`src/xip_macros.svh`:
```
// fixed widths and bit positions of the XIP controller
// the flash page is the top nibble of the fetch address, flash space is 256 MB
`ifndef XIP_MACROS_SVH
`define XIP_MACROS_SVH

// ------------------------------------------------------------------------
// host and frame widths
// ------------------------------------------------------------------------
`define XIP_DATA_W          32  // host word
`define XIP_WDATA_W         72  // spi tx frame, nine bytes
`define XIP_CTRL_W          26  // implemented control bits

// ------------------------------------------------------------------------
// fetch address fields
// ------------------------------------------------------------------------
`define XIP_PAGE_MSB        31  // page nibble, compared to ctrl page
`define XIP_PAGE_LSB        28
`define XIP_FLASH_ADDR_MSB  27  // top bit sent to the flash

// ------------------------------------------------------------------------
// status bits merged into a control register read
// ------------------------------------------------------------------------
`define XIP_STAT_PHY_BUSY   30  // spi engine shifting
`define XIP_STAT_XIP_BUSY   31  // fetch in flight

`endif
```
`src/xip_pkg.sv`:
```
// types shared by the XIP controller blocks
// control bit 5 is reserved and always reads as zero
`include "xip_macros.svh"

package xip_pkg;

    // control register, bit 0 at the bottom
    typedef struct packed {
        logic       csen;      // drive chip select
        logic [3:0] page;      // fetch page nibble
        logic [7:0] rd_cmd;    // flash read opcode
        logic [1:0] abytes;    // address bytes minus one
        logic       xip_en;    // fetch mode on
        logic [3:0] nbytes;    // bytes per frame
        logic       reserved;  // was cpha, cpha 0 only
        logic       cpol;      // idle clock level
        logic [2:0] prsc;      // half bit = prsc+1 cycles
        logic       enable;    // block enable
    } xip_ctrl_t;

    typedef struct packed {
        logic                    start;  // one cycle pulse
        logic [`XIP_WDATA_W-1:0] wdata;  // msb goes out first
    } spi_req_t;

    typedef struct packed {
        logic                   busy;   // frame in progress
        logic [`XIP_DATA_W-1:0] rdata;  // last 32 rx bits
    } spi_rsp_t;

    typedef enum logic [2:0] {
        S_DIRECT, S_IDLE, S_TRIG, S_BUSY, S_ERROR
    } fetch_state_e;

    typedef enum logic [1:0] {
        REG_CTRL      = 2'd0,
        REG_STAT_RSVD = 2'd1,
        REG_DATA_LO   = 2'd2,
        REG_DATA_HI   = 2'd3
    } reg_idx_e;

endpackage

```
`src/xip_top.sv`:
```
// XIP flash controller top, control port plus read-only fetch port
// no back-pressure, the host waits for ack or err
`timescale 1ns/1ns
`include "xip_macros.svh"

module xip_top (
    input  logic                   clk_i,
    input  logic                   rstn_i,
    input  xip_pkg::reg_idx_e      ct_idx_i,
    input  logic                   ct_rden_i,
    input  logic                   ct_wren_i,
    input  logic [`XIP_DATA_W-1:0] ct_data_i,
    output logic [`XIP_DATA_W-1:0] ct_data_o,
    output logic                   ct_ack_o,
    input  logic [`XIP_DATA_W-1:0] acc_addr_i,
    input  logic                   acc_rden_i,
    input  logic                   acc_wren_i,
    output logic [`XIP_DATA_W-1:0] acc_data_o,
    output logic                   acc_ack_o,
    output logic                   acc_err_o,
    output logic                   xip_acc_o,   // fetch in flight
    output logic                   spi_csn_o,
    output logic                   spi_clk_o,
    input  logic                   spi_dat_i,
    output logic                   spi_dat_o
);

    xip_pkg::xip_ctrl_t       ctrl;
    xip_pkg::spi_req_t        spi_req;
    xip_pkg::spi_rsp_t        spi_rsp;
    logic                     direct_start;
    logic [2*`XIP_DATA_W-1:0] direct_frame;

    xip_regs i_xip_regs (
        .clk_i          (clk_i),
        .rstn_i         (rstn_i),
        .ct_idx_i       (ct_idx_i),
        .ct_rden_i      (ct_rden_i),
        .ct_wren_i      (ct_wren_i),
        .ct_data_i      (ct_data_i),
        .spi_rsp_i      (spi_rsp),
        .fetch_busy_i   (xip_acc_o),  // xip busy status bit
        .ct_data_o      (ct_data_o),
        .ct_ack_o       (ct_ack_o),
        .ctrl_o         (ctrl),
        .direct_start_o (direct_start),
        .direct_frame_o (direct_frame)
    );

    xip_fetch i_xip_fetch (
        .clk_i          (clk_i),
        .rstn_i         (rstn_i),
        .ctrl_i         (ctrl),
        .direct_start_i (direct_start),
        .direct_frame_i (direct_frame),
        .acc_addr_i     (acc_addr_i),
        .acc_rden_i     (acc_rden_i),
        .acc_wren_i     (acc_wren_i),
        .spi_rsp_i      (spi_rsp),
        .spi_req_o      (spi_req),
        .acc_data_o     (acc_data_o),
        .acc_ack_o      (acc_ack_o),
        .acc_err_o      (acc_err_o),
        .fetch_busy_o   (xip_acc_o)
    );

    xip_spi_phy i_xip_spi_phy (
        .clk_i     (clk_i),
        .rstn_i    (rstn_i),
        .ctrl_i    (ctrl),
        .spi_req_i (spi_req),
        .spi_dat_i (spi_dat_i),
        .spi_rsp_o (spi_rsp),
        .spi_csn_o (spi_csn_o),
        .spi_clk_o (spi_clk_o),
        .spi_dat_o (spi_dat_o)
    );

endmodule

```
`src/xip_spi_phy.sv`:
```
// spi mode 0/2 engine, cpha 0 only, nbytes*8 bits per frame msb first
// chip select only asserts with csen, the frame aborts when enable drops
`timescale 1ns/1ns
`include "xip_macros.svh"

module xip_spi_phy (
    input  logic               clk_i,
    input  logic               rstn_i,
    input  xip_pkg::xip_ctrl_t ctrl_i,
    input  xip_pkg::spi_req_t  spi_req_i,
    input  logic               spi_dat_i,   // flash so
    output xip_pkg::spi_rsp_t  spi_rsp_o,
    output logic               spi_csn_o,
    output logic               spi_clk_o,
    output logic               spi_dat_o    // flash si
);

    logic                    busy_q;
    logic                    csn_q;
    logic                    phase_q;     // 0 idle level half, 1 active half
    logic [2:0]              prsc_cnt_q;  // cycles in current half bit
    logic [6:0]              bit_cnt_q;   // bits still to go
    logic [`XIP_WDATA_W-1:0] tx_q;
    logic [`XIP_DATA_W-1:0]  rx_q;
    logic                    tick;        // end of half bit
    logic                    start_ok;
    logic                    sample_en;
    logic                    shift_en;

    assign tick      = (prsc_cnt_q == ctrl_i.prsc);
    assign start_ok  = ctrl_i.enable && !busy_q && spi_req_i.start;
    assign sample_en = ctrl_i.enable && busy_q && (bit_cnt_q != '0) && tick && !phase_q;
    assign shift_en  = ctrl_i.enable && busy_q && (bit_cnt_q != '0) && tick && phase_q;

    // ------------------------------------------------------------------------
    // bit timing and chip select
    // ------------------------------------------------------------------------
    always_ff @(posedge clk_i or negedge rstn_i) begin
        if (!rstn_i) begin
            busy_q     <= 1'b0;
            csn_q      <= 1'b1;
            phase_q    <= 1'b0;
            prsc_cnt_q <= '0;
            bit_cnt_q  <= '0;
        end else if (!ctrl_i.enable) begin  // held idle
            busy_q     <= 1'b0;
            csn_q      <= 1'b1;
            phase_q    <= 1'b0;
            prsc_cnt_q <= '0;
            bit_cnt_q  <= '0;
        end else if (!busy_q) begin
            phase_q    <= 1'b0;
            prsc_cnt_q <= '0;
            if (spi_req_i.start) begin
                busy_q    <= 1'b1;
                csn_q     <= !ctrl_i.csen;
                bit_cnt_q <= {ctrl_i.nbytes, 3'b000};
            end
        end else if (bit_cnt_q == '0) begin  // one cycle after last bit
            busy_q <= 1'b0;
            csn_q  <= 1'b1;
        end else if (tick) begin
            prsc_cnt_q <= '0;
            phase_q    <= !phase_q;
            if (phase_q) begin
                bit_cnt_q <= bit_cnt_q - 7'd1;  // trailing edge closes the bit
            end
        end else begin
            prsc_cnt_q <= prsc_cnt_q + 3'd1;
        end
    end

    // ------------------------------------------------------------------------
    // shift registers
    // ------------------------------------------------------------------------
    always_ff @(posedge clk_i) begin
        if (start_ok) begin
            tx_q <= spi_req_i.wdata;
        end else if (shift_en) begin
            tx_q <= {tx_q[`XIP_WDATA_W-2:0], 1'b0};  // next bit on trailing edge
        end
        if (sample_en) begin
            rx_q <= {rx_q[`XIP_DATA_W-2:0], spi_dat_i};  // sample on leading edge
        end
    end

    assign spi_csn_o       = csn_q;
    assign spi_clk_o       = ctrl_i.cpol ^ phase_q;  // idles at cpol
    assign spi_dat_o       = busy_q & tx_q[`XIP_WDATA_W-1];
    assign spi_rsp_o.busy  = busy_q;
    assign spi_rsp_o.rdata = rx_q;

endmodule

```
`src/xip_fetch.sv`:
```
// fetch arbiter, one access at a time, host holds the address until ack or err
// requests that come in while a fetch runs are dropped, nothing is queued
`timescale 1ns/1ns
`include "xip_macros.svh"

module xip_fetch (
    input  logic                     clk_i,
    input  logic                     rstn_i,
    input  xip_pkg::xip_ctrl_t       ctrl_i,
    input  logic                     direct_start_i,
    input  logic [2*`XIP_DATA_W-1:0] direct_frame_i,
    input  logic [`XIP_DATA_W-1:0]   acc_addr_i,
    input  logic                     acc_rden_i,
    input  logic                     acc_wren_i,
    input  xip_pkg::spi_rsp_t        spi_rsp_i,
    output xip_pkg::spi_req_t        spi_req_o,
    output logic [`XIP_DATA_W-1:0]   acc_data_o,
    output logic                     acc_ack_o,
    output logic                     acc_err_o,
    output logic                     fetch_busy_o
);

    xip_pkg::fetch_state_e          state_q, state_d;
    logic [`XIP_FLASH_ADDR_MSB:2]   addr_q;      // word address in flash
    logic                           page_hit;
    logic                           addr_load;
    logic [`XIP_DATA_W-1:0]         word_addr;
    logic [`XIP_DATA_W-1:0]         flash_addr;  // left aligned address bytes

    assign page_hit  = (acc_addr_i[`XIP_PAGE_MSB:`XIP_PAGE_LSB] == ctrl_i.page);
    assign word_addr = {{(`XIP_DATA_W-`XIP_FLASH_ADDR_MSB-1){1'b0}}, addr_q, 2'b00};

    always_comb begin
        case (ctrl_i.abytes)
            2'd0:    flash_addr = {word_addr[7:0], 24'h000000};
            2'd1:    flash_addr = {word_addr[15:0], 16'h0000};
            2'd2:    flash_addr = {word_addr[23:0], 8'h00};
            default: flash_addr = word_addr;
        endcase
    end

    // ------------------------------------------------------------------------
    // state register, forced to direct while xip is off
    // ------------------------------------------------------------------------
    always_ff @(posedge clk_i or negedge rstn_i) begin
        if (!rstn_i) begin
            state_q <= xip_pkg::S_DIRECT;
        end else if (!ctrl_i.enable || !ctrl_i.xip_en) begin
            state_q <= xip_pkg::S_DIRECT;
        end else begin
            state_q <= state_d;
        end
    end

    always_ff @(posedge clk_i) begin
        if (addr_load) begin
            addr_q <= acc_addr_i[`XIP_FLASH_ADDR_MSB:2];  // byte lanes dropped
        end
    end

    always_comb begin
        state_d         = state_q;
        addr_load       = 1'b0;
        acc_data_o      = '0;
        acc_ack_o       = 1'b0;
        acc_err_o       = 1'b0;
        spi_req_o.start = 1'b0;
        spi_req_o.wdata = {ctrl_i.rd_cmd, flash_addr, {`XIP_DATA_W{1'b0}}};  // cmd, addr, dummy
        case (state_q)
            xip_pkg::S_DIRECT: begin
                spi_req_o.wdata = {direct_frame_i, 8'h00};  // msb aligned
                spi_req_o.start = direct_start_i;
                state_d         = xip_pkg::S_IDLE;          // only taken when xip on
            end
            xip_pkg::S_IDLE: begin
                if (page_hit && acc_rden_i) begin
                    addr_load = 1'b1;
                    state_d   = xip_pkg::S_TRIG;
                end else if (page_hit && acc_wren_i) begin
                    state_d = xip_pkg::S_ERROR;             // fetch port is read only
                end
            end
            xip_pkg::S_TRIG: begin
                spi_req_o.start = 1'b1;
                state_d         = xip_pkg::S_BUSY;
            end
            xip_pkg::S_BUSY: begin
                if (!spi_rsp_i.busy) begin
                    // first byte received lands in bits 7:0
                    acc_data_o = {spi_rsp_i.rdata[7:0], spi_rsp_i.rdata[15:8],
                                  spi_rsp_i.rdata[23:16], spi_rsp_i.rdata[31:24]};
                    acc_ack_o  = 1'b1;
                    state_d    = xip_pkg::S_IDLE;
                end
            end
            xip_pkg::S_ERROR: begin
                acc_err_o = 1'b1;
                state_d   = xip_pkg::S_IDLE;
            end
            default: state_d = xip_pkg::S_IDLE;
        endcase
    end

    assign fetch_busy_o = (state_q == xip_pkg::S_TRIG) || (state_q == xip_pkg::S_BUSY);

endmodule

```
`src/xip_regs.sv`:
```
// control port registers, word writes only, one cycle read latency
// data high is write-only, writing it fires a direct spi frame
`timescale 1ns/1ns
`include "xip_macros.svh"

module xip_regs (
    input  logic                         clk_i,
    input  logic                         rstn_i,
    input  xip_pkg::reg_idx_e            ct_idx_i,       // word index
    input  logic                         ct_rden_i,
    input  logic                         ct_wren_i,
    input  logic [`XIP_DATA_W-1:0]       ct_data_i,
    input  xip_pkg::spi_rsp_t            spi_rsp_i,      // busy and rx word
    input  logic                         fetch_busy_i,
    output logic [`XIP_DATA_W-1:0]       ct_data_o,
    output logic                         ct_ack_o,
    output xip_pkg::xip_ctrl_t           ctrl_o,
    output logic                         direct_start_o, // one cycle after hi write
    output logic [2*`XIP_DATA_W-1:0]     direct_frame_o  // {hi, lo}
);

    xip_pkg::xip_ctrl_t     ctrl_q;
    logic [`XIP_DATA_W-1:0] data_lo_q;
    logic [`XIP_DATA_W-1:0] data_hi_q;
    logic                   direct_start_q;
    logic [`XIP_DATA_W-1:0] ctrl_rd;  // ctrl plus live status

    // ------------------------------------------------------------------------
    // write decode
    // ------------------------------------------------------------------------
    always_ff @(posedge clk_i or negedge rstn_i) begin
        if (!rstn_i) begin
            ctrl_q         <= '0;
            direct_start_q <= 1'b0;
        end else begin
            direct_start_q <= ct_wren_i && (ct_idx_i == xip_pkg::REG_DATA_HI);
            if (ct_wren_i && (ct_idx_i == xip_pkg::REG_CTRL)) begin
                ctrl_q          <= ct_data_i[`XIP_CTRL_W-1:0];
                ctrl_q.reserved <= 1'b0;  // cpha not implemented
            end
        end
    end

    always_ff @(posedge clk_i) begin
        if (ct_wren_i && (ct_idx_i == xip_pkg::REG_DATA_LO)) begin
            data_lo_q <= ct_data_i;
        end
        if (ct_wren_i && (ct_idx_i == xip_pkg::REG_DATA_HI)) begin
            data_hi_q <= ct_data_i;
        end
    end

    // ------------------------------------------------------------------------
    // read mux and acknowledge
    // ------------------------------------------------------------------------
    always_comb begin
        ctrl_rd                     = '0;
        ctrl_rd[`XIP_CTRL_W-1:0]    = ctrl_q;
        ctrl_rd[`XIP_STAT_PHY_BUSY] = spi_rsp_i.busy;
        ctrl_rd[`XIP_STAT_XIP_BUSY] = fetch_busy_i;
    end

    always_ff @(posedge clk_i or negedge rstn_i) begin
        if (!rstn_i) begin
            ct_ack_o  <= 1'b0;
            ct_data_o <= '0;
        end else begin
            ct_ack_o  <= ct_rden_i | ct_wren_i;  // any strobe acks next cycle
            ct_data_o <= '0;                     // zero outside the ack cycle
            if (ct_rden_i) begin
                case (ct_idx_i)
                    xip_pkg::REG_CTRL:    ct_data_o <= ctrl_rd;
                    xip_pkg::REG_DATA_LO: ct_data_o <= spi_rsp_i.rdata;
                    default:              ct_data_o <= '0;  // reserved, data hi wo
                endcase
            end
        end
    end

    assign ctrl_o         = ctrl_q;
    assign direct_start_o = direct_start_q;
    assign direct_frame_o = {data_hi_q, data_lo_q};

endmodule

```
`config.mk`:
```
export PLATFORM = sky130hd
export DESIGN_NAME = xip_top
export DESIGN_NICKNAME = d
export VERILOG_FILES = /design/src/xip_pkg.sv /design/src/xip_top.sv /design/src/xip_spi_phy.sv /design/src/xip_fetch.sv /design/src/xip_regs.sv
export VERILOG_INCLUDE_DIRS = /design/src
export SDC_FILE = /design/constraint.sdc
export NUM_CORES = 1
export LEC_CHECK = 0
export ABC_AREA = 1
export BUFFER_PORTS_ARGS = -buffer_cell sky130_fd_sc_hd__buf_2
export CORE_MARGIN = 1.5
export CORE_UTILIZATION = 45
export DETAILED_ROUTE_END_ITERATION = 8
export GPL_ROUTABILITY_DRIVEN = 1
export GPL_TIMING_DRIVEN = 0
export PLACE_DENSITY = 0.63
export SETUP_SLACK_MARGIN = 0.4
export SYNTH_ARGS = -nofsm -noshare
export SYNTH_HDL_FRONTEND = slang
export SYNTH_SLANG_ARGS = --single-unit
```
`constraint.sdc`:
```
create_clock -name clk_i -period 3.8 [get_ports clk_i]
set_input_delay 0.38 -clock clk_i [delete_from_list [all_inputs] [get_ports clk_i]]
set_output_delay 0.38 -clock clk_i [all_outputs]
set_load 0.1 [all_outputs]
```
After elaboration in Yosys (flattened, before gate mapping)
Cells that the tools add are included.

operators by class
  $add $sub $neg = 2
  multipliers = 0
  divide/modulo/power cells = 0
  magnitude comparators = 0
  equality and inequality tests = 17
  shifts and indexed selects = 0
  muxes and demuxes = 41
  bitwise gates (word level) = 3
  reduce and logical (&&, ||, !) cells = 29

operator list
  operator                                              number
  2-to-1 mux 72 bit                                     3
  2-to-1 mux 32 bit                                     3
  case mux 32 bit (3 select lines)                      1
  case mux 32 bit (2 select lines)                      1
  2-to-1 mux 7 bit                                      6
  2-to-1 mux 3 bit                                      8
  2-to-1 mux 1 bit                                      17
  != test 3 bit (second input constant)                 5
  logical AND 1 bit                                     12
  case mux 3 bit (3 select lines)                       1
  logical NOT 7 bit                                     1
  nonzero test 7 bit                                    1
  subtractor 7 x 1 -> 7 bit (second input constant)     1
  equality test 2 bit (second input constant)           3
  equality test 3 x 2 -> 1 bit (second input constant)  2
  AND reduction 2 bit                                   3
  logical NOT 1 bit                                     5
  equality test 4 bit                                   1
  logical NOT 2 bit                                     2
  != test 4 x 1 -> 1 bit (second input constant)        1
  AND reduction 4 bit                                   1
  adder 3 x 1 -> 3 bit (second input constant)          1
  equality test 3 x 1 -> 1 bit (second input constant)  1
  equality test 3 bit                                   1
  other kinds (10)                                      11

word-level totals
  register bits = 269
  bits in latches = 0
  bits in writable memories = 0
  memory bits (read-only) = 0
  input port bits = 73
  output and inout port bits = 71
  logic and storage cells = 115
  memories = 0

Logic depth before layout (Yosys ltp)
Gate-level depths: netlist (run 1).

  depth after elaboration = 6
  mapped depth = 10
  gate-level depth less buffers = 10

Modules after synthesis
A second synthesis (run 1) with hierarchy kept.

unflattened totals
  cell total of the unflattened synthesis = 1158
  area, all modules = 11695.0 µm²

modules (own cells, without submodules)
  module       instances  cells an instance  area each (µm²)  seq. area each (µm²)
  xip_spi_phy  1          452                4853.4           3449.6
  xip_regs     1          322                4329.2           3398.3
  xip_fetch    1          384                2512.4           855.8

Least setup slack after synthesis (run 1)
OpenSTA, ideal clock, no wires.

  path type = reg-to-output
  start = register i_xip_fetch.state_q[2]
  end = output acc_data_o[29]
  arrival = 3508 ps
  data required time = 3420 ps
  path slack = -88 ps
  stages on the path, launching flop included = 6
  buffers on the path = 0
  cell sequence = dfrtp_1 > inv_1 > nand3_1 > nor2_1 > inv_1 > nor2_1

on the way
  word-level cells in the longest chain between the ends = 2

ends and longest elaborated chain
  element                       line             RTL
  from (decl)                   xip_fetch.sv:23  xip_pkg::fetch_state_e state_q, state_d;
  from (signal assigned)        xip_fetch.sv:47  state_q <= xip_pkg::S_DIRECT;
  from (signal assigned)        xip_fetch.sv:49  state_q <= xip_pkg::S_DIRECT;
  from (signal assigned)        xip_fetch.sv:51  state_q <= state_d;
  equality test 3 x 2 -> 1 bit  xip_fetch.sv:69  case (state_q)
  2-to-1 mux 32 bit             xip_fetch.sv:69
  to (decl)                     xip_top.sv:18    output logic [`XIP_DATA_W-1:0] acc_data_o,

Every way passes these cells.

Worst setup path after layout (run 1)
  start = register i_xip_spi_phy.busy_q
  end = output acc_data_o[19]

on the way
  word-level cells in the longest chain between the ends = 2

ends and longest elaborated chain
  element                 line               RTL
  from (decl)             xip_spi_phy.sv:18  logic busy_q;
  from (signal assigned)  xip_spi_phy.sv:40  busy_q <= 1'b0;
  from (signal assigned)  xip_spi_phy.sv:46  busy_q <= 1'b0;
  from (signal assigned)  xip_spi_phy.sv:55  busy_q <= 1'b1;
  2-to-1 mux 32 bit       xip_fetch.sv:88    if (!spi_rsp_i.busy) begin
  2-to-1 mux 32 bit       xip_fetch.sv:69

Every way passes these cells.

==> flow_results.xml, run 1 <==
<?xml version="1.0" encoding="UTF-8"?>
<metrics>
  <group name="clocking">
    <metric name="clk_tree_root_cell" unit="">sky130_fd_sc_hd__clkbuf_16</metric>
    <metric name="clock_tree.buffer_depth" unit="">3</metric>
    <metric name="cts.clk_slew.worst_paths" unit="ns">0.06</metric>
    <metric name="cts_resized" unit="">0</metric>
    <metric name="post-cts-setup-buffer-count" unit="">0</metric>
    <metric name="clkSinkCount" unit="">261</metric>
    <metric name="holdBufCountCts" unit="">3</metric>
    <metric name="clock_tree_from_tritoncts" unit="">yes</metric>
    <metric name="cts_made_buffers" unit="">28</metric>
    <metric name="cts_htree_levels" unit="">1</metric>
    <metric name="insertion_delay" unit="ns">0.54</metric>
  </group>
  <group name="power_and_ir_drop">
    <metric name="power.share.combinational" unit="">0.152</metric>
    <metric name="p_sw" unit="mW">2.09</metric>
    <metric name="pwr-share-seq" unit="">0.451</metric>
    <metric name="power.density" unit="nW/um^2">586</metric>
    <metric name="p_leak" unit="nW">5.47</metric>
    <metric name="clkPwrFrac" unit="">0.397</metric>
    <metric name="switching_share" unit="">0.277</metric>
    <metric name="intPower" unit="mW">5.46</metric>
    <metric name="worst_ir_drop_vdd" unit="mV">0.339</metric>
  </group>
  <group name="global_routing">
    <metric name="gr-max-usage-layer" unit="">met2</metric>
    <metric name="grt_use_met1" unit="">0.314</metric>
    <metric name="overall_global_routing_resource_usage" unit="">0.224</metric>
    <metric name="global_route.overflow_total" unit="">0</metric>
    <metric name="antenna_found_initial" unit="">1</metric>
    <metric name="grt_util_met3" unit="">0.0476</metric>
    <metric name="grt_use_met2" unit="">0.358</metric>
    <metric name="grt_start_max_net_pins" unit="">65</metric>
    <metric name="first_global_vias" unit="">7187</metric>
    <metric name="grt_pass1_wl" unit="mm">41.2</metric>
  </group>
  <group name="timing">
    <metric name="worst_slew_pin_slew" unit="ns">1.02</metric>
    <metric name="drv_slew" unit="">0</metric>
    <metric name="shortest_clock_period_the_worst_path_allows_after_layout" unit="ns">3.05</metric>
    <metric name="timing.fmax" unit="MHz">328</metric>
    <metric name="clock_skew" unit="ns">0.00877</metric>
    <metric name="setup_viol" unit="">0</metric>
    <metric name="final_period_utilization" unit="">0.803</metric>
    <metric name="max_slew_margin" unit="">0.322</metric>
    <metric name="holdWs" unit="ns">0.0192</metric>
    <metric name="number_of_hold_slack_violations_in_the_final_timing_report" unit="">0</metric>
    <metric name="unrepaired_setup_endpoints_after_global_routing" unit="">no</metric>
  </group>
  <group name="route">
    <metric name="mean_routed_wirelength_per_cell" unit="microns">18.8</metric>
    <metric name="route.detailed.vias_per_inst" unit="">5.21</metric>
    <metric name="drtAntennaViolNets" unit="">0</metric>
    <metric name="routed_wl" unit="mm">26.8</metric>
    <metric name="drt_first_pass_iters" unit="">4</metric>
    <metric name="num_vias" unit="">7434</metric>
    <metric name="drcViolationCount" unit="">0</metric>
    <metric name="initialDrtViolationCount" unit="">555</metric>
  </group>
  <group name="setup_path">
    <metric name="most_common_cell_type_on_the_critical_path" unit="">sky130_fd_sc_hd__buf_2</metric>
    <metric name="crit_slowest_cell" unit="">sky130_fd_sc_hd__dfrtp_1</metric>
    <metric name="critical_path_start_type" unit="">flip-flop</metric>
    <metric name="timing_worst_setup_path_type" unit="">reg2out</metric>
    <metric name="r2r.worst_path.cells" unit="">7</metric>
    <metric name="worst-r2r-setup-slack" unit="ns">1.12</metric>
    <metric name="crit_buf_inv" unit="">4</metric>
    <metric name="worstSetupEndpointType" unit="">output pin</metric>
    <metric name="reg_to_reg_start" unit="">i_xip_spi_phy.busy_q$_DFF_PN0_</metric>
    <metric name="arrival" unit="ns">2.67</metric>
    <metric name="timing.critical_path.fanout_max" unit="">10</metric>
    <metric name="reg2reg_to" unit="">i_xip_spi_phy.tx_q[34]$_DFFE_PP_</metric>
    <metric name="critPathMaxStageDelay" unit="ns">0.56</metric>
    <metric name="timing.critical_path.max_delay_family" unit="">buffers and inverters</metric>
    <metric name="crit_path_cell_trace" unit="">inv_1 -&gt; clkbuf_1 -&gt; buf_2 -&gt; nand2_1 -&gt; nor2_1 -&gt; buf_2</metric>
    <metric name="worst_ep_required_time" unit="ns">3.42</metric>
  </group>
  <group name="synth">
    <metric name="synth_unique_cells" unit="">38</metric>
    <metric name="synth_enable_flop_cells" unit="">186</metric>
    <metric name="flip_flop_and_latch_count_after_synthesis" unit="">261</metric>
    <metric name="ys_seq_area_frac" unit="">0.704</metric>
    <metric name="syn_area" unit="sq um">10600</metric>
    <metric name="synthCells" unit="">914</metric>
    <metric name="syn_area_per_cell" unit="sq um">11.6</metric>
    <metric name="synth_async_sr_flop_share" unit="">0.287</metric>
    <metric name="yosysWarningCount" unit="">0</metric>
    <metric name="synth_ff_type" unit="">sky130_fd_sc_hd__edfxtp_1</metric>
    <metric name="synth_nets" unit="">990</metric>
  </group>
  <group name="placed_design">
    <metric name="dpl.cell_count" unit="">1371</metric>
    <metric name="i_o_buffers" unit="">141</metric>
    <metric name="place_congestion" unit="">0.879</metric>
    <metric name="placedInstanceArea" unit="sq um">11800</metric>
    <metric name="hpwlAfterDp" unit="mm">18.8</metric>
  </group>
  <group name="hold_path">
    <metric name="worstHoldEndpoint" unit="">i_xip_fetch.addr_q[27]$_DFFE_PP_</metric>
    <metric name="min_delay_path_depth" unit="">1</metric>
    <metric name="hold_class" unit="">in2reg</metric>
    <metric name="hp-start" unit="">acc_addr_i[27]</metric>
  </group>
  <group name="final_layout">
    <metric name="drive_gt1_frac" unit="">0.225</metric>
    <metric name="num_antenna_cells" unit="">0</metric>
    <metric name="areaGrowthSynthToFinish" unit="%">21.5</metric>
    <metric name="num-fill-cells" unit="">1993</metric>
    <metric name="final_cell_count_no_fill" unit="">1426</metric>
    <metric name="final_design_area_no_fill" unit="sq um">12900</metric>
    <metric name="final_util" unit="">0.564</metric>
    <metric name="finalNetCount" unit="">1167</metric>
  </group>
  <group name="floorplanning">
    <metric name="floorplan.initialDensity" unit="">0.464</metric>
    <metric name="die_h" unit="microns">157</metric>
    <metric name="dieArea" unit="sq um">24500</metric>
    <metric name="placeableCoreArea" unit="sq um">22800</metric>
    <metric name="placement_row_count" unit="">55</metric>
    <metric name="pin_count" unit="">144</metric>
    <metric name="die_w" unit="microns">157</metric>
  </group>
  <group name="status">
    <metric name="run_status" unit="">finished clean</metric>
  </group>
  <group name="run">
    <metric name="max_cap_violations" unit="">0</metric>
  </group>
</metrics>
power by group through the flow:
| stage | logic (mW) | registers, mW | clock network [mW] |
|---|---|---|---|
| after floorplan | 0.657 | 3.57 | 0 |
| after global placement | 1.12 | 3.46 | 0 |
| after detailed placement | 1.14 | 3.46 | 0 |
| after CTS | 1.15 | 3.40 | 3.04 |
| after global routing | 1.26 | 3.42 | 3.14 |
| final | 1.15 | 3.40 | 2.99 |
stage by stage:
step,total power [mW],TNS [ns],setup slack (ns)
after global placement,4.57,-28.30,-0.313
after CTS,7.60,0,0.740
final,7.55,0,0.747
after global routing,7.82,0,0.571
after floorplan,4.22,0,0.756
after detailed placement,4.60,0,1.11
cell usage after synthesis (all sizes together), types with 9 or more instances:
cell,instances,area (sq um)
nand2,253,962
edfxtp,186,5590
nor2,99,409
dfrtp,74,1850
inv,55,209
a21oi,43,219
nand3,37,185
a22o,25,219
buf,21,115
o211ai,20,150
clkbuf,16,60.1
mux2,16,180
o21ai,16,83.8
nand4,12,75.1
a31oi,9,56.3
registers in the layout, summed over array words and instances (netlist names):
name,count
i_xip_spi_phy.tx_q,64
i_xip_regs.ct_data_o,32
i_xip_regs.data_hi_q,32
i_xip_regs.data_lo_q,32
i_xip_spi_phy.rx_q,32
i_xip_fetch.addr_q,26
i_xip_regs.ctrl_o,25
i_xip_spi_phy.bit_cnt_q,7
i_xip_fetch.state_q,3
i_xip_spi_phy.prsc_cnt_q,3
i_xip_regs.ct_ack_o,1
i_xip_regs.direct_start_o,1
i_xip_spi_phy.busy_q,1
i_xip_spi_phy.phase_q,1
i_xip_spi_phy.spi_csn_o,1
how the worst max path moves through the flow:
stage | slack (ns) | end | cells after the start | from
final | 0.75 | acc_data_o[19] | 6 | i_xip_spi_phy.busy_q$_DFF_PN0_
after floorplan | 0.76 | i_xip_spi_phy.tx_q[10]$_DFFE_PP_ | 7 | i_xip_spi_phy.busy_q$_DFF_PN0_
after detailed placement | 1.11 | i_xip_spi_phy.tx_q[38]$_DFFE_PP_ | 6 | i_xip_spi_phy.busy_q$_DFF_PN0_
after CTS | 0.74 | acc_data_o[18] | 6 | i_xip_spi_phy.busy_q$_DFF_PN0_
after global routing | 0.57 | acc_data_o[11] | 6 | i_xip_spi_phy.busy_q$_DFF_PN0_
after global placement | -0.31 | i_xip_spi_phy.tx_q[29]$_DFFE_PP_ | 7 | i_xip_spi_phy.busy_q$_DFF_PN0_
logic make-up after synthesis:
| group | Yosys count | share of synthesized area |
|---|---|---|
| fa+ha+maj | 3 | 0.00354 |
| compound gates | 124 | 0.0756 |
| mux | 16 | 0.0170 |
| xor+xnor | 3 | 0.00248 |
| flops | 261 | 0.704 |
| simple gates | 414 | 0.161 |
| buf+inv | 93 | 0.0366 |
per-layer routing:
metal  routed length [microns]  vias up  share of wire
li1                          -     3522              -
met1                     12200     3620           0.46
met2                     12300      245           0.46
met3                      1750       45          0.065
met4                       545        2          0.020
met5                        12        -        0.00045
layout make-up:
class / instances / area, sq um / share of cell area
flip-flops and latches: 261 / 7460 / 0.579
multi-input cells: 560 / 2800 / 0.217
repair buffers: 147 / 821 / 0.0637
clock buffers: 39 / 803 / 0.0623
well taps: 313 / 392 / 0.0304
clock inverters: 13 / 224 / 0.0174
inverters: 56 / 213 / 0.0165
plain buffers: 37 / 175 / 0.0136
cell usage in the layout (no fill, tap or decap), drive strengths merged, types with 25 or more instances in the layout:
cell / count
a21oi: 43
a22o: 25
buf: 165
clkbuf: 55
dfrtp: 74
edfxtp: 186
inv: 55
nand2: 253
nand3: 37
nor2: 99
Power figures use the tool's default switching activity.
==> inputs of run 2 (changes only) <==
Clock period 3.8 ns to 3.2 ns, I/O delays scaled along.
==> run 2 against run 1 <==
Compared with the run above: first-iteration DRC count rose by 9.0%; global-route usage rose by 0.72 points; routed wire length rose by 2.5%; clock power rose by 15%; sequential power rose by 19%; power rose by 18%; hold slack got worse by 0.00080 ns; core utilization rose by 2.0 points; sequential share of layout area fell by 2.0 points; setup slack got worse by 0.22 ns; cell count rose by 3.2%; critical path type unchanged.
==> flow_results.xml, run 2 (synthesis results as in run 1) <==
<?xml version="1.0" encoding="UTF-8"?>
<metrics>
  <group name="clocking">
    <metric name="cts_htree_levels" unit="">1</metric>
    <metric name="clk_tree_root_cell" unit="">sky130_fd_sc_hd__clkbuf_16</metric>
    <metric name="post-cts-setup-buffer-count" unit="">0</metric>
    <metric name="insertion_delay" unit="ns">0.56</metric>
    <metric name="cts_made_buffers" unit="">28</metric>
    <metric name="clkSinkCount" unit="">261</metric>
    <metric name="clock_tree.buffer_depth" unit="">3</metric>
    <metric name="clock_tree_from_tritoncts" unit="">yes</metric>
    <metric name="cts.clk_slew.worst_paths" unit="ns">0.06</metric>
  </group>
  <group name="setup_path">
    <metric name="critPathMaxStageDelay" unit="ns">0.57</metric>
    <metric name="critPathLaunch" unit="">i_xip_spi_phy.busy_q$_DFF_PN0_</metric>
    <metric name="arrival" unit="ns">2.35</metric>
    <metric name="timing.critical_path.depth" unit="">6</metric>
    <metric name="r2r.worst_path.cells" unit="">6</metric>
    <metric name="timing_worst_setup_path_type" unit="">reg2out</metric>
    <metric name="worstSetupEndpointType" unit="">output pin</metric>
    <metric name="timing.critical_path.fanout_max" unit="">10</metric>
    <metric name="critical_path_start_type" unit="">flip-flop</metric>
    <metric name="crit_slowest_cell" unit="">sky130_fd_sc_hd__dfrtp_1</metric>
    <metric name="worst-r2r-setup-slack" unit="ns">0.69</metric>
    <metric name="critical_path_capture_point" unit="">acc_data_o[15]</metric>
    <metric name="crit_path_cell_trace" unit="">inv_1 -&gt; clkbuf_2 -&gt; buf_2 -&gt; nand2_1 -&gt; nor2_1 -&gt; buf_4</metric>
    <metric name="worst_ep_required_time" unit="ns">2.88</metric>
    <metric name="crit_buf_inv" unit="">4</metric>
    <metric name="reg2reg_to" unit="">i_xip_spi_phy.tx_q[37]$_DFFE_PP_</metric>
    <metric name="timing.critical_path.max_delay_family" unit="">buffers and inverters</metric>
    <metric name="reg_to_reg_start" unit="">i_xip_spi_phy.busy_q$_DFF_PN0_</metric>
  </group>
  <group name="timing">
    <metric name="worst_slew_pin_slew" unit="ns">1.00</metric>
    <metric name="clock_skew" unit="ns">0.0203</metric>
    <metric name="max_slew_margin" unit="">0.333</metric>
    <metric name="timing.fmax" unit="MHz">374</metric>
    <metric name="shortest_clock_period_the_worst_path_allows_after_layout" unit="ns">2.67</metric>
    <metric name="drv_slew" unit="">0</metric>
    <metric name="setup_viol" unit="">0</metric>
    <metric name="fin_tns_setup" unit="ns">0</metric>
    <metric name="number_of_hold_slack_violations_in_the_final_timing_report" unit="">0</metric>
    <metric name="unrepaired_setup_endpoints_after_global_routing" unit="">no</metric>
    <metric name="final_period_utilization" unit="">0.836</metric>
  </group>
  <group name="final_layout">
    <metric name="mostFrequentLayoutCells" unit="">sky130_fd_sc_hd__nand2_1, sky130_fd_sc_hd__edfxtp_1, sky130_fd_sc_hd__buf_2, sky130_fd_sc_hd__nor2_1, sky130_fd_sc_hd__dfrtp_1</metric>
    <metric name="top_register" unit="">i_xip_spi_phy.tx_q</metric>
    <metric name="num-fill-cells" unit="">1971</metric>
    <metric name="multiInputGateArea" unit="sq um">2810</metric>
    <metric name="seqCellArea" unit="sq um">7460</metric>
    <metric name="num_antenna_cells" unit="">0</metric>
    <metric name="flip_flop_count_of_the_largest_register_after_layout" unit="">64</metric>
    <metric name="areaGrowthSynthToFinish" unit="%">25.9</metric>
    <metric name="finalNetCount" unit="">1212</metric>
    <metric name="layout.cells.most_common" unit="">sky130_fd_sc_hd__nand2_1</metric>
    <metric name="drive_gt1_frac" unit="">0.216</metric>
  </group>
  <group name="global_routing">
    <metric name="first_global_vias" unit="">7574</metric>
    <metric name="grt_start_max_net_pins" unit="">65</metric>
    <metric name="grt_pass1_wl" unit="mm">42.8</metric>
    <metric name="global_route.overflow_total" unit="">0</metric>
    <metric name="antenna_found_initial" unit="">0</metric>
    <metric name="overall_global_routing_resource_usage" unit="">0.232</metric>
  </group>
  <group name="power_and_ir_drop">
    <metric name="p_leak" unit="nW">5.63</metric>
    <metric name="p_total" unit="mW">8.90</metric>
    <metric name="worst_ir_drop_vdd" unit="mV">0.428</metric>
    <metric name="power.density" unit="nW/um^2">666</metric>
  </group>
  <group name="floorplanning">
    <metric name="dieArea" unit="sq um">24500</metric>
    <metric name="placeableCoreArea" unit="sq um">22800</metric>
    <metric name="floorplan.initialDensity" unit="">0.464</metric>
    <metric name="placement_row_count" unit="">55</metric>
    <metric name="pin_count" unit="">144</metric>
    <metric name="die_w" unit="microns">157</metric>
    <metric name="die_h" unit="microns">157</metric>
  </group>
  <group name="route">
    <metric name="initialDrtViolationCount" unit="">605</metric>
    <metric name="route.detailed.vias_per_inst" unit="">5.19</metric>
    <metric name="drt_first_pass_iters" unit="">5</metric>
    <metric name="drcViolationCount" unit="">0</metric>
    <metric name="routed_wl" unit="mm">27.5</metric>
    <metric name="mean_routed_wirelength_per_cell" unit="microns">18.7</metric>
    <metric name="drtAntennaViolNets" unit="">0</metric>
    <metric name="num_vias" unit="">7641</metric>
  </group>
  <group name="hold_path">
    <metric name="hold_class" unit="">in2reg</metric>
  </group>
  <group name="placed_design">
    <metric name="hpwlAfterDp" unit="mm">18.6</metric>
    <metric name="i_o_buffers" unit="">141</metric>
    <metric name="place_congestion" unit="">0.872</metric>
  </group>
  <group name="status">
    <metric name="run_status" unit="">finished clean</metric>
  </group>
  <group name="run">
    <metric name="max_cap_violations" unit="">0</metric>
  </group>
</metrics>
run 2: cell count changes in the layout (fill, tap and decap cells not counted), moves of 2 or more:
cell	delta
sky130_fd_sc_hd__buf_16	-2
sky130_fd_sc_hd__buf_2	-20
sky130_fd_sc_hd__buf_4	+20
sky130_fd_sc_hd__clkbuf_1	-6
sky130_fd_sc_hd__clkbuf_2	+3
sky130_fd_sc_hd__clkinv_1	+5
sky130_fd_sc_hd__dlygate4sd3_1	+46
run 2: power breakdown:
group / switching [mW] / leakage [nW] / internal [mW] / total (mW)
Clock: 1.36 / 0.482 / 2.09 / 3.45
Combinational: 0.997 / 2.50 / 0.412 / 1.41
Sequential: 0.165 / 2.65 / 3.87 / 4.04
Total: 2.52 / 5.63 / 6.38 / 8.90
run 2: stage by stage:
step           hold WS, ns  cell area [sq um]  worst slack [ns]  instances   util
2_1_floorplan       0.0244              10600             0.276        914      -
3_3_place_gp         0.435              11700            -0.829       1368  0.513
3_5_place_dp         0.324              11800             0.485       1370  0.516
4_1_cts            0.00214              13300             0.457       1470  0.583
5_1_grt            0.00201              13400             0.405       1471  0.584
6_report            0.0184              13400             0.526       1471  0.584
run 2: final cells by class:
class / instances / area share
Tap cell: 313 / 0.0293
Buffer: 37 / 0.0134
Sequential cell: 261 / 0.559
Inverter: 56 / 0.0159
Clock inverter: 18 / 0.0186
Multi-Input combinational cell: 560 / 0.210
Clock buffer: 34 / 0.0564
Timing Repair Buffer: 192 / 0.0971
run 2: how the worst min path moves through the flow:
stage / startpoint / to / slack [ns] / depth (start not counted)
finish: ct_data_i[6] / i_xip_regs.data_hi_q[6]$_DFFE_PP_ / 0.02 / 1
global route: ct_data_i[6] / i_xip_regs.data_hi_q[6]$_DFFE_PP_ / 0.002 / 1
floorplan: rstn_i / i_xip_fetch.state_q[0]$_DFFE_PN0P_ / 0.02 / 0
global placement: i_xip_spi_phy.rx_q[28]$_DFFE_PP_ / i_xip_spi_phy.rx_q[29]$_DFFE_PP_ / 0.44 / 0
detailed placement: rstn_i / i_xip_regs.ct_data_o[4]$_DFF_PN0_ / 0.32 / 1
CTS: ct_data_i[8] / i_xip_regs.data_hi_q[8]$_DFFE_PP_ / 0.002 / 1
run 2: repair_timing:
action / CTS / global route
endpoints found under the setup margin: 27 / 84
gates cloned: 0 / 0
hold endpoints to repair: 102 / 2
hold buffers: 48 / 1
gates resized for setup: 21 / 5
run 2: per-layer routing:
layer	wire length [microns]	share of wire	vias to the layer above	GRT usage
li1	-	-	3603	-
met4	595	0.022	0	0.0590
met3	2150	0.078	50	0.0465
met1	12000	0.44	3685	0.322
met5	0	0	-	0
met2	12700	0.46	303	0.375
==> inputs of run 3 (changes only) <==
Clock period 3.2 ns to 2.54 ns, I/O delays scaled along.
==> run 3 against run 2 <==
Compared with the run above: sequential cell count unchanged; sequential power increased by 26%; clock power increased by 14%; sequential share of layout area decreased by 2.5 points; setup slack got worse by 0.15 ns; die area unchanged; first-iteration DRC count increased by 0.50%; clock-buffer cell count decreased by 1; critical endpoint is now acc_data_o[27]; largest cell class unchanged; highest routed layer unchanged.
==> flow_results.xml, run 3 (synthesis results as in run 1) <==
<?xml version="1.0" encoding="UTF-8"?>
<metrics>
  <group name="status">
    <metric name="run_status" unit="">finished clean</metric>
  </group>
  <group name="setup_path">
    <metric name="worstSetupEndpointType" unit="">output pin</metric>
    <metric name="crit_slowest_cell" unit="">sky130_fd_sc_hd__dfrtp_1</metric>
    <metric name="r2r.worst_path.cells" unit="">8</metric>
    <metric name="worst-r2r-setup-slack" unit="ns">0.47</metric>
    <metric name="critPathMaxStageDelay" unit="ns">0.41</metric>
    <metric name="crit_path_cell_trace" unit="">inv_2 -&gt; nand3_4 -&gt; clkbuf_8 -&gt; buf_6 -&gt; nor2_1 -&gt; buf_6</metric>
    <metric name="arrival" unit="ns">1.91</metric>
    <metric name="critical_path_start_type" unit="">flip-flop</metric>
    <metric name="worst_ep_required_time" unit="ns">2.29</metric>
    <metric name="reg_to_reg_start" unit="">i_xip_spi_phy.busy_q$_DFF_PN0_</metric>
    <metric name="timing.critical_path.fanout_max" unit="">10</metric>
    <metric name="timing_worst_setup_path_type" unit="">reg2out</metric>
    <metric name="reg2reg_to" unit="">i_xip_spi_phy.tx_q[37]$_DFFE_PP_</metric>
    <metric name="most_common_cell_type_on_the_critical_path" unit="">sky130_fd_sc_hd__buf_6</metric>
  </group>
  <group name="timing">
    <metric name="unrepaired_setup_endpoints_after_global_routing" unit="">yes</metric>
    <metric name="worst_slew_pin_slew" unit="ns">0.648</metric>
    <metric name="number_of_hold_slack_violations_in_the_final_timing_report" unit="">0</metric>
    <metric name="shortest_clock_period_the_worst_path_allows_after_layout" unit="ns">2.17</metric>
    <metric name="drv_slew" unit="">0</metric>
    <metric name="setup_viol" unit="">0</metric>
    <metric name="max_slew_margin" unit="">0.566</metric>
    <metric name="final_period_utilization" unit="">0.853</metric>
    <metric name="final_worst_path_setup_slack" unit="ns">0.374</metric>
    <metric name="clock_skew" unit="ns">0.0248</metric>
    <metric name="timing.fmax" unit="MHz">462</metric>
  </group>
  <group name="global_routing">
    <metric name="grt_use_met1" unit="">0.325</metric>
    <metric name="gr-max-usage-layer" unit="">met2</metric>
    <metric name="grt_util_met3" unit="">0.0454</metric>
    <metric name="grt_start_max_net_pins" unit="">43</metric>
    <metric name="grt_pass1_wl" unit="mm">43.8</metric>
    <metric name="global_route.overflow_total" unit="">0</metric>
    <metric name="overall_global_routing_resource_usage" unit="">0.239</metric>
    <metric name="grt_use_met2" unit="">0.393</metric>
    <metric name="antenna_found_initial" unit="">1</metric>
    <metric name="first_global_vias" unit="">7791</metric>
  </group>
  <group name="floorplanning">
    <metric name="floorplan.initialDensity" unit="">0.464</metric>
    <metric name="pin_count" unit="">144</metric>
    <metric name="placement_row_count" unit="">55</metric>
    <metric name="die_h" unit="microns">157</metric>
    <metric name="dieArea" unit="sq um">24500</metric>
    <metric name="placeableCoreArea" unit="sq um">22800</metric>
    <metric name="die_w" unit="microns">157</metric>
  </group>
  <group name="run">
    <metric name="max_cap_violations" unit="">0</metric>
  </group>
  <group name="power_and_ir_drop">
    <metric name="power.density" unit="nW/um^2">783</metric>
    <metric name="p_leak" unit="nW">5.78</metric>
    <metric name="power.share.combinational" unit="">0.174</metric>
    <metric name="intPower" unit="mW">7.72</metric>
    <metric name="switching_share" unit="">0.294</metric>
    <metric name="p_sw" unit="mW">3.22</metric>
    <metric name="p_total" unit="mW">10.9</metric>
    <metric name="clkPwrFrac" unit="">0.361</metric>
    <metric name="pwr-share-seq" unit="">0.465</metric>
    <metric name="worst_ir_drop_vdd" unit="mV">0.531</metric>
  </group>
  <group name="route">
    <metric name="route.detailed.vias_per_inst" unit="">5.26</metric>
    <metric name="num_vias" unit="">7851</metric>
    <metric name="drt_first_pass_iters" unit="">7</metric>
    <metric name="drcViolationCount" unit="">0</metric>
    <metric name="drtAntennaViolNets" unit="">0</metric>
    <metric name="mean_routed_wirelength_per_cell" unit="microns">19.5</metric>
    <metric name="routed_wl" unit="mm">29.0</metric>
    <metric name="initialDrtViolationCount" unit="">608</metric>
  </group>
  <group name="clocking">
    <metric name="clkSinkCount" unit="">261</metric>
    <metric name="clk_tree_root_cell" unit="">sky130_fd_sc_hd__clkbuf_16</metric>
    <metric name="clock_tree_from_tritoncts" unit="">yes</metric>
    <metric name="insertion_delay" unit="ns">0.55</metric>
    <metric name="cts_made_buffers" unit="">28</metric>
    <metric name="cts.clk_slew.worst_paths" unit="ns">0.07</metric>
    <metric name="cts_htree_levels" unit="">1</metric>
    <metric name="clock_tree.buffer_depth" unit="">3</metric>
  </group>
  <group name="hold_path">
    <metric name="hp-start" unit="">ct_wren_i</metric>
    <metric name="hold_class" unit="">in2reg</metric>
    <metric name="worstHoldEndpoint" unit="">i_xip_regs.ct_ack_o$_DFF_PN0_</metric>
    <metric name="min_delay_path_depth" unit="">3</metric>
  </group>
  <group name="placed_design">
    <metric name="i_o_buffers" unit="">141</metric>
    <metric name="placedInstanceArea" unit="sq um">11900</metric>
    <metric name="dpl.cell_count" unit="">1371</metric>
    <metric name="hpwlAfterDp" unit="mm">18.6</metric>
    <metric name="place_congestion" unit="">0.868</metric>
    <metric name="post_place_setup_slack" unit="ns">-0.145</metric>
  </group>
  <group name="final_layout">
    <metric name="seqCellArea" unit="sq um">7470</metric>
    <metric name="top_register" unit="">i_xip_spi_phy.tx_q</metric>
    <metric name="flip_flop_count_of_the_largest_register_after_layout" unit="">64</metric>
    <metric name="num-fill-cells" unit="">1839</metric>
    <metric name="mostFrequentLayoutCells" unit="">sky130_fd_sc_hd__nand2_1, sky130_fd_sc_hd__edfxtp_1, sky130_fd_sc_hd__buf_2, sky130_fd_sc_hd__dfrtp_1, sky130_fd_sc_hd__nor2_1</metric>
    <metric name="final_cell_count_no_fill" unit="">1492</metric>
    <metric name="final_util" unit="">0.612</metric>
    <metric name="layout.cells.most_common" unit="">sky130_fd_sc_hd__nand2_1</metric>
    <metric name="final_design_area_no_fill" unit="sq um">14000</metric>
    <metric name="multiInputGateArea" unit="sq um">3040</metric>
    <metric name="finalNetCount" unit="">1233</metric>
    <metric name="areaGrowthSynthToFinish" unit="%">31.8</metric>
    <metric name="drive_gt1_frac" unit="">0.246</metric>
  </group>
</metrics>
==> run 3: layout make-up <==
type                    count  area share
well taps                 313      0.0280
repair buffers            209       0.125
diodes                      1    0.000179
flip-flops and latches    261       0.534
clock inverters            18      0.0112
inverters                  56      0.0155
multi-input cells         564       0.217
clock buffers              33      0.0522
plain buffers              37      0.0166
==> run 3: worst max path at each step <==
stage	from	endpoint
6_report	i_xip_fetch.state_q[2]$_DFFE_PN0P_	acc_data_o[27]
5_1_grt	i_xip_fetch.state_q[2]$_DFFE_PN0P_	acc_data_o[27]
3_3_place_gp	ct_idx_i[1]	i_xip_regs.data_lo_q[11]$_DFFE_PP_
3_5_place_dp	i_xip_spi_phy.busy_q$_DFF_PN0_	i_xip_spi_phy.tx_q[38]$_DFFE_PP_
2_1_floorplan	i_xip_spi_phy.busy_q$_DFF_PN0_	acc_data_o[12]
4_1_cts	i_xip_fetch.state_q[2]$_DFFE_PN0P_	acc_data_o[18]
==> run 3: metrics by stage <==
step,hold WS (ns),setup TNS (ns)
4_1_cts,0.00847,0
5_1_grt,0.0164,0
2_1_floorplan,-0.0416,-1.80
3_3_place_gp,0.432,-41.74
6_report,0.0217,0
3_5_place_dp,0.255,-9.09
==> run 3: worst max-delay path, delay by kind of cell, from the launching register on <==
kind                   cells  cell delay, ns
and+or+nand+nor            2            0.25
DFF                        1            0.41
buffers and inverters      4            0.70
==> run 3: power by group through the flow <==
| stage | registers, mW | clock network, mW | logic [mW] |
|---|---|---|---|
| finish | 5.09 | 3.95 | 1.90 |
| global route | 5.11 | 4.15 | 2.07 |
| global placement | 5.17 | 0 | 1.67 |
| floorplan | 5.34 | 0 | 0.991 |
| detailed placement | 5.17 | 0 | 1.71 |
| CTS | 5.08 | 4.00 | 1.87 |
==> run 3: what timing repair did <==
item,4_1_cts,5_1_grt
hold endpoints to repair,129,0
gates cloned,4,0
setup buffers,5,0
setup endpoints to repair,154,134
pin swaps,3,2
hold buffers,60,0
resized for setup,93,56
==> run 3: routing by layer <==
metal,vias to the layer above,part of all wire
li1,3651,-
met1,3806,0.43
met2,341,0.48
met3,53,0.070
met4,0,0.025
met5,-,0
